===== src/source/fv_defines.svh =====
// ********************
// feature-vector buffer sizes
// ********************
`ifndef FV_DEFINES_SVH
`define FV_DEFINES_SVH

// independent controller/sram pairs
`define FV_NUM_BANKS 4

// bits per beat on every data path
`define FV_WIDTH 32

// beats in one feature vector
`define FV_BEATS 4

// local node index over 64 nodes per bank
`define FV_NODE_W 6

// edge pe tag carried with read requests
`define FV_TAG_W 2

// sram address is {node, beat}
`define FV_ADDR_W (`FV_NODE_W + $clog2(`FV_BEATS))

`endif


===== src/source/fv_ctrl_pkg.sv =====
// ********************
// bank controller types
// ********************
package fv_ctrl_pkg;

    // bank controller states
    typedef enum logic [1:0] {
        // waiting for a request or a stream pulse
        ST_IDLE   = 2'd0,
        // collecting the rest of a write burst
        ST_WRITE  = 2'd1,
        // issuing the beats of one tagged read
        ST_READ   = 2'd2,
        // issuing every beat of nodes 0 to fv_num-1
        ST_STREAM = 2'd3
    } bank_state_e;

endpackage


===== src/source/fv_mem_pkg.sv =====
// ********************
// request types of the feature-vector buffer
// ********************
`include "fv_defines.svh"

package fv_mem_pkg;

    // request opcode
    typedef enum logic [0:0] {
        OP_READ  = 1'b0,
        OP_WRITE = 1'b1
    } req_op_e;

    // one request beat on a bank port
    typedef struct packed {
        logic                  valid;
        req_op_e               op;
        logic [`FV_TAG_W-1:0]  pe_tag;
        // node index of a read or of the sos write beat
        logic [`FV_NODE_W-1:0] node_id;
        logic [`FV_WIDTH-1:0]  data;
        logic                  wr_sos;
        logic                  wr_eos;
    } fv_req_t;

endpackage


===== src/source/fv_sram_if.sv =====
// ********************
// command and read data path between a bank controller and its sram
// ********************
`timescale 1ns/1ns
`include "fv_defines.svh"

interface fv_sram_if;

    // active low chip enable and write enable
    logic                  cen;
    logic                  wen;
    logic [`FV_ADDR_W-1:0] addr;
    logic [`FV_WIDTH-1:0]  wdata;
    // registered read word one cycle after the command
    logic [`FV_WIDTH-1:0]  rdata;

    modport ctrl (
        output cen,
        output wen,
        output addr,
        output wdata,
        input  rdata
    );

    modport mem (
        input  cen,
        input  wen,
        input  addr,
        input  wdata,
        output rdata
    );

endinterface


===== src/source/fv_bank_ctrl.sv =====
// ********************
// bank controller for write bursts, tagged reads and node streaming
// ********************
`timescale 1ns/1ns
`include "fv_defines.svh"

module fv_bank_ctrl (
    input  logic                  clk,
    input  logic                  rst_n,
    input  fv_mem_pkg::fv_req_t   req,
    input  logic                  stream_begin,
    input  logic [`FV_NODE_W:0]   fv_num,
    fv_sram_if.ctrl               sram,
    output logic                  rd_valid,
    output logic                  rd_sos,
    output logic                  rd_eos,
    output logic [`FV_TAG_W-1:0]  rd_tag,
    output logic [`FV_WIDTH-1:0]  rd_data,
    output logic                  st_valid,
    output logic                  st_sos,
    output logic                  st_eos,
    output logic [`FV_NODE_W-1:0] st_node,
    output logic [`FV_WIDTH-1:0]  st_data,
    output logic                  idle
);

    localparam int BEAT_W = `FV_ADDR_W - `FV_NODE_W;
    localparam logic [BEAT_W-1:0] LAST_BEAT = BEAT_W'(`FV_BEATS - 1);

    fv_ctrl_pkg::bank_state_e state;
    logic [BEAT_W-1:0]     beat_cnt;
    logic [`FV_NODE_W-1:0] node_reg;
    logic [`FV_TAG_W-1:0]  tag_reg;
    logic [`FV_NODE_W:0]   num_reg;

    logic last_beat;
    logic last_node;
    logic st_go;
    logic st_start;
    logic rd_start;
    logic wr_start;
    logic wr_beat;
    logic issue;

    // stage aligned with the registered sram read word
    logic                  p1_valid;
    logic                  p1_stream;
    logic                  p1_sos;
    logic                  p1_eos;
    logic [`FV_TAG_W-1:0]  p1_tag;
    logic [`FV_NODE_W-1:0] p1_node;

    assign last_beat = (beat_cnt == LAST_BEAT);
    assign last_node = ({1'b0, node_reg} == num_reg - 1'b1);

    // busy until the last output beat has left
    assign idle = (state == fv_ctrl_pkg::ST_IDLE) && !p1_valid && !rd_valid && !st_valid;

    // a stream pulse wins over a request in the same cycle
    assign st_go    = stream_begin && (fv_num != '0);
    assign st_start = idle && st_go;
    assign rd_start = idle && !st_go && req.valid && (req.op == fv_mem_pkg::OP_READ);
    assign wr_start = idle && !st_go && req.valid && (req.op == fv_mem_pkg::OP_WRITE)
                      && req.wr_sos;
    assign wr_beat  = (state == fv_ctrl_pkg::ST_WRITE) && req.valid
                      && (req.op == fv_mem_pkg::OP_WRITE);
    assign issue    = (state == fv_ctrl_pkg::ST_READ) || (state == fv_ctrl_pkg::ST_STREAM);

    always_ff @(posedge clk or negedge rst_n) begin
        if (!rst_n) begin
            state    <= fv_ctrl_pkg::ST_IDLE;
            beat_cnt <= '0;
            node_reg <= '0;
        end else begin
            case (state)
                fv_ctrl_pkg::ST_IDLE: begin
                    if (st_start) begin
                        state    <= fv_ctrl_pkg::ST_STREAM;
                        node_reg <= '0;
                        beat_cnt <= '0;
                    end else if (rd_start) begin
                        state    <= fv_ctrl_pkg::ST_READ;
                        node_reg <= req.node_id;
                        beat_cnt <= '0;
                    end else if (wr_start && !req.wr_eos) begin
                        // beat 0 is already written at this edge
                        state    <= fv_ctrl_pkg::ST_WRITE;
                        node_reg <= req.node_id;
                        beat_cnt <= BEAT_W'(1);
                    end
                end
                fv_ctrl_pkg::ST_WRITE: begin
                    if (wr_beat) begin
                        beat_cnt <= beat_cnt + 1'b1;
                        if (req.wr_eos) begin
                            state    <= fv_ctrl_pkg::ST_IDLE;
                            beat_cnt <= '0;
                        end
                    end
                end
                fv_ctrl_pkg::ST_READ: begin
                    beat_cnt <= beat_cnt + 1'b1;
                    if (last_beat) begin
                        state    <= fv_ctrl_pkg::ST_IDLE;
                        beat_cnt <= '0;
                    end
                end
                fv_ctrl_pkg::ST_STREAM: begin
                    beat_cnt <= beat_cnt + 1'b1;
                    if (last_beat) begin
                        beat_cnt <= '0;
                        if (last_node) begin
                            state <= fv_ctrl_pkg::ST_IDLE;
                        end else begin
                            node_reg <= node_reg + 1'b1;
                        end
                    end
                end
                default: state <= fv_ctrl_pkg::ST_IDLE;
            endcase
        end
    end

    always_ff @(posedge clk) begin
        if (rd_start) begin
            tag_reg <= req.pe_tag;
        end
        if (st_start) begin
            num_reg <= fv_num;
        end
    end

    // sos write beat goes out in the cycle it arrives
    always_comb begin
        sram.cen   = 1'b1;
        sram.wen   = 1'b1;
        sram.addr  = {node_reg, beat_cnt};
        sram.wdata = req.data;
        if (wr_start) begin
            sram.cen  = 1'b0;
            sram.wen  = 1'b0;
            sram.addr = {req.node_id, BEAT_W'(0)};
        end else if (wr_beat) begin
            sram.cen = 1'b0;
            sram.wen = 1'b0;
        end else if (issue) begin
            sram.cen = 1'b0;
        end
    end

    always_ff @(posedge clk or negedge rst_n) begin
        if (!rst_n) begin
            p1_valid  <= 1'b0;
            p1_stream <= 1'b0;
            p1_sos    <= 1'b0;
            p1_eos    <= 1'b0;
            rd_valid  <= 1'b0;
            rd_sos    <= 1'b0;
            rd_eos    <= 1'b0;
            st_valid  <= 1'b0;
            st_sos    <= 1'b0;
            st_eos    <= 1'b0;
        end else begin
            p1_valid  <= issue;
            p1_stream <= (state == fv_ctrl_pkg::ST_STREAM);
            p1_sos    <= (beat_cnt == '0);
            p1_eos    <= last_beat;
            rd_valid  <= p1_valid && !p1_stream;
            rd_sos    <= p1_valid && !p1_stream && p1_sos;
            rd_eos    <= p1_valid && !p1_stream && p1_eos;
            st_valid  <= p1_valid && p1_stream;
            st_sos    <= p1_valid && p1_stream && p1_sos;
            st_eos    <= p1_valid && p1_stream && p1_eos;
        end
    end

    always_ff @(posedge clk) begin
        p1_tag  <= tag_reg;
        p1_node <= node_reg;
        if (p1_valid && !p1_stream) begin
            rd_tag  <= p1_tag;
            rd_data <= sram.rdata;
        end
        if (p1_valid && p1_stream) begin
            st_node <= p1_node;
            st_data <= sram.rdata;
        end
    end

endmodule


===== src/flat_wrapper.sv =====
// flat-port wrapper written by rule: the top's interface ports become plain ports
module fv_bank_ctrl_flat 
  (clk, rst_n, req, stream_begin, fv_num, rd_valid, rd_sos, rd_eos, rd_tag, rd_data, st_valid, st_sos, st_eos, st_node, st_data, idle, sram_cen, sram_wen, sram_addr, sram_wdata, sram_rdata);
  fv_sram_if sram_i ();
  input  logic clk;
  input  logic rst_n;
  input  fv_mem_pkg::fv_req_t req;
  input  logic stream_begin;
  input  logic [`FV_NODE_W:0] fv_num;
  output logic rd_valid;
  output logic rd_sos;
  output logic rd_eos;
  output logic [`FV_TAG_W-1:0] rd_tag;
  output logic [`FV_WIDTH-1:0] rd_data;
  output logic st_valid;
  output logic st_sos;
  output logic st_eos;
  output logic [`FV_NODE_W-1:0] st_node;
  output logic [`FV_WIDTH-1:0] st_data;
  output logic idle;
  output wire logic [$bits(sram_i.cen)-1:0] sram_cen;
  output wire logic [$bits(sram_i.wen)-1:0] sram_wen;
  output wire logic [$bits(sram_i.addr)-1:0] sram_addr;
  output wire logic [$bits(sram_i.wdata)-1:0] sram_wdata;
  input wire logic [$bits(sram_i.rdata)-1:0] sram_rdata;
  assign sram_cen = sram_i.cen;
  assign sram_wen = sram_i.wen;
  assign sram_addr = sram_i.addr;
  assign sram_wdata = sram_i.wdata;
  assign sram_i.rdata = sram_rdata;
  fv_bank_ctrl u_core (.clk(clk), .rst_n(rst_n), .req(req), .stream_begin(stream_begin), .fv_num(fv_num), .sram(sram_i), .rd_valid(rd_valid), .rd_sos(rd_sos), .rd_eos(rd_eos), .rd_tag(rd_tag), .rd_data(rd_data), .st_valid(st_valid), .st_sos(st_sos), .st_eos(st_eos), .st_node(st_node), .st_data(st_data), .idle(idle));
endmodule

===== config.mk =====
export PLATFORM = sky130hd
export DESIGN_NAME = fv_bank_ctrl_flat
export DESIGN_NICKNAME = d
export VERILOG_FILES = /design/src/source/fv_ctrl_pkg.sv /design/src/source/fv_mem_pkg.sv /design/src/source/fv_sram_if.sv /design/src/source/fv_bank_ctrl.sv /design/src/flat_wrapper.sv
export VERILOG_INCLUDE_DIRS = /design/src /design/src/source
export SDC_FILE = /design/constraint.sdc
export NUM_CORES = 1
export LEC_CHECK = 0
export ABC_AREA = 1
export CORE_MARGIN = 5
export CORE_UTILIZATION = 55
export CTS_CLUSTER_SIZE = 28
export DETAILED_ROUTE_END_ITERATION = 8
export DONT_BUFFER_PORTS = 1
export PLACE_DENSITY = 0.73
export SLEW_MARGIN = 20
export SYNTH_ARGS = -nofsm -noshare
export SYNTH_HDL_FRONTEND = slang
export SYNTH_SLANG_ARGS = --single-unit

===== constraint.sdc =====
create_clock -name clk -period 2.45 [get_ports clk]
set_input_delay 0.49 -clock clk [delete_from_list [all_inputs] [get_ports clk]]
set_output_delay 0.49 -clock clk [all_outputs]
set_load 0.005 [all_outputs]

==> flow_summary.json <==
{
  "p_leak_nw": 1.82,
  "pin_count": 207,
  "slew_viol_final": 0,
  "synth_seq_area_share": 0.709,
  "dp_hpwl_um": 6230,
  "power_switching_mw": 1.73,
  "drive_gt1_frac": 0.117,
  "dr.pass1.iters": 4,
  "initial_utilization": 0.564,
  "min_period_ns": 2.26,
  "antenna_cells": 0,
  "grt_max_degree": 40,
  "relSlewSlack": 0.395,
  "clock_sinks": 109,
  "status": "finished clean",
  "netlist_instances": 348,
  "vdd_drop_max_uv": 594,
  "clkPwrFrac": 0.214,
  "muxShareOfSynthArea": 0,
  "ys.warnings.count": 0,
  "grt_pass1_wl_um": 12400,
  "antenna_found_initial": 0,
  "vias_per_cell": 5.35,
  "grt_overflow": 0,
  "synth_top_family_by_area": "simple AND/OR/NAND/NOR gates",
  "final_cell_mix": "81 x edfxtp_1, 71 x nand2_1, 38 x inv_1",
  "wl_per_cell_um": 18.6,
  "crit_slowest_cell": "dfrtp_1",
  "cts_buffer_depth": 2,
  "arrival_ns": 1.77,
  "drc_errors": 0,
  "die_h_um": 99.0,
  "clkTransAtPathRegs_ns": 0.10,
  "end_kind": "output port",
  "hold_class": "in2reg",
  "die_w_um": 99.0,
  "grt_usage": 0.163,
  "synthSimpleGateAreaFrac": 0.152,
  "grt_pass1_vias": 2324,
  "skew_ns": 0.00579,
  "rsz0062_at_grt": "false",
  "port_buffers": 0,
  "path_max_fanout": 10,
  "critical_path_class": "reg2out",
  "synthXorXnorAreaFrac": 0.00803,
  "area_growth_pct": 2.78,
  "ys_ff_latch": 109,
  "finalHoldViolCount": 0,
  "worstSetupStartpointType": "register",
  "synthAdderAreaFrac": 0.0115,
  "power_report.internal_total_mw": 3.38,
  "utilization": 0.580,
  "setup_viol": 0,
  "place_congestion": 0.894,
  "ctsHtreeMaxLevel": 3,
  "avgSynthCellArea_um2": 12.5,
  "numCtsBuffers": 9,
  "drtAntennaViolNets": 0,
  "final_common_cell": "edfxtp_1",
  "swShare": 0.338,
  "first_iter_violations": 92,
  "pwr-share-comb": 0.230,
  "cap_violations": 0,
  "cpPeakStageDelay_ns": 0.49,
  "cts_tree": "yes",
  "p_per_area_nw_per_um2": 1140,
  "coreArea_um2": 7730,
  "rows": 32,
  "nets": 419,
  "finalCritPeriodShare": 0.921,
  "synth_cell_type_count": 30,
  "syn_nets": 438,
  "die_area_um2": 9810,
  "clock_latency_ns": 0.35,
  "whs_ns": 0.219,
  "cp.required_ns": 1.96,
  "wl_um": 8090,
  "synth.cell_area_um2": 4360,
  "pwr-share-seq": 0.556,
  "synth_compound_area_frac": 0.0244,
  "vias": 2331,
  "cts_root_buf": "clkbuf_8",
  "path_cells": "nor2_4, nand3_4, nor2_4, nand3_4, clkinv_1, nand2_1, o21ai_0",
  "tightest_slew_ns": 0.904,
  "design_area_um2": 4480,
  "finalSetupTns_ns": 0,
  "fmax_mhz": 443,
  "place_area_um2": 4260
}
==> Yosys cell counts, drive strengths merged <==
library cell | number | share of area
or2 | 1 | 0.0014
xnor2 | 1 | 0.0020
clkinv | 1 | 0.00086
clkbuf | 1 | 0.00086
ha | 4 | 0.011
dfrtp | 20 | 0.11
o31ai | 2 | 0.0034
edfxtp | 81 | 0.56
nand4 | 2 | 0.0029
nand3 | 23 | 0.036
inv | 41 | 0.035
xor2 | 3 | 0.0060
nor3 | 2 | 0.0023
a21oi | 2 | 0.0023
nand3b | 1 | 0.0017
nand2 | 74 | 0.067
nor2 | 34 | 0.042
dfxtp | 8 | 0.037
o21ai | 14 | 0.019
buf | 33 | 0.058
==> layout make-up <==
type,count,area (um^2)
Fill cell,611,3250
Sequential cell,109,3090
Multi-Input combinational cell,163,865
Inverter,42,158
Clock buffer,10,128
Tap cell,102,128
Clock inverter,6,78.8
Timing Repair Buffer,4,32.5
==> final timing paths <==
kind / startpoint / end / slack (ns) / depth (start not counted)
setup / recovery: u_core.state[1]$_DFFE_PN0P_ / sram_addr[2] / 0.19 / 7
hold / removal: sram_rdata[22] / u_core.st_data[22]$_DFFE_PP_ / 0.22 / 0
setup reg to reg: u_core.num_reg[0]$_DFFE_PP_ / u_core.state[1]$_DFFE_PN0P_ / 0.58 / 13
hold reg to reg: u_core.tag_reg[1]$_DFFE_PN_ / u_core.p1_tag[1]$_DFF_P_ / 0.35 / 0
max in group asynchronous: rst_n / u_core.node_reg[2]$_DFFE_PN0P_ / 1.20 / 1
min in group asynchronous: rst_n / u_core.node_reg[3]$_DFFE_PN0P_ / 0.70 / 1
==> metrics by stage <==
| stage | total power, mW | cells | setup slack [ns] |
|---|---|---|---|
| 2_1_floorplan | 3.77 | 348 | 0.149 |
| 3_3_place_gp | 4.02 | 419 | 0.557 |
| 3_5_place_dp | 4.07 | 419 | 0.497 |
| 4_1_cts | 5.16 | 436 | 0.0793 |
| 5_1_grt | 5.43 | 436 | 0.0113 |
| 6_report | 5.11 | 436 | 0.194 |
==> power groups by stage <==
stage          logic (mW)  registers [mW]  clock network [mW]
6_report             1.17            2.84                1.09
5_1_grt              1.34            2.90                1.20
4_1_cts              1.19            2.85                1.12
3_5_place_dp         1.17            2.89                   0
3_3_place_gp         1.15            2.87                   0
2_1_floorplan        1.01            2.76                   0
==> layer usage <==
| metal | vias up | GRT usage | share of wire |
|---|---|---|---|
| li1 | 1074 | - | - |
| met2 | 161 | 0.257 | 0.46 |
| met5 | - | 0 | 0 |
| met1 | 1063 | 0.189 | 0.38 |
| met3 | 33 | 0.0771 | 0.13 |
| met4 | 0 | 0.0714 | 0.025 |
==> critical path, delay by kind of cell (launching register included) <==
family | cells | cell delay, ns
simple gates | 5 | 0.65
flops | 1 | 0.49
buf+inv | 1 | 0.16
compound gates | 1 | 0.11
==> logic make-up (layout without fill, tap and decap cells) <==
group / Yosys count / count (layout)
AND/OR/NAND/NOR: 137 / 137
adder cells (fa/ha/maj): 4 / 4
XOR/XNOR: 4 / 4
AO/OA/AOI/OAI: 18 / 18
flip-flops: 109 / 109
buffers and inverters: 76 / 62
==> what timing repair did <==
action / 4_1_cts / 5_1_grt
setup buffers: 0 / 0
setup endpoints to repair: 0 / 4
resized for setup: 0 / 1
hold buffers: 1 / 0
endpoints found under the hold margin: 20 / 0
Power figures use the tool's default switching activity.
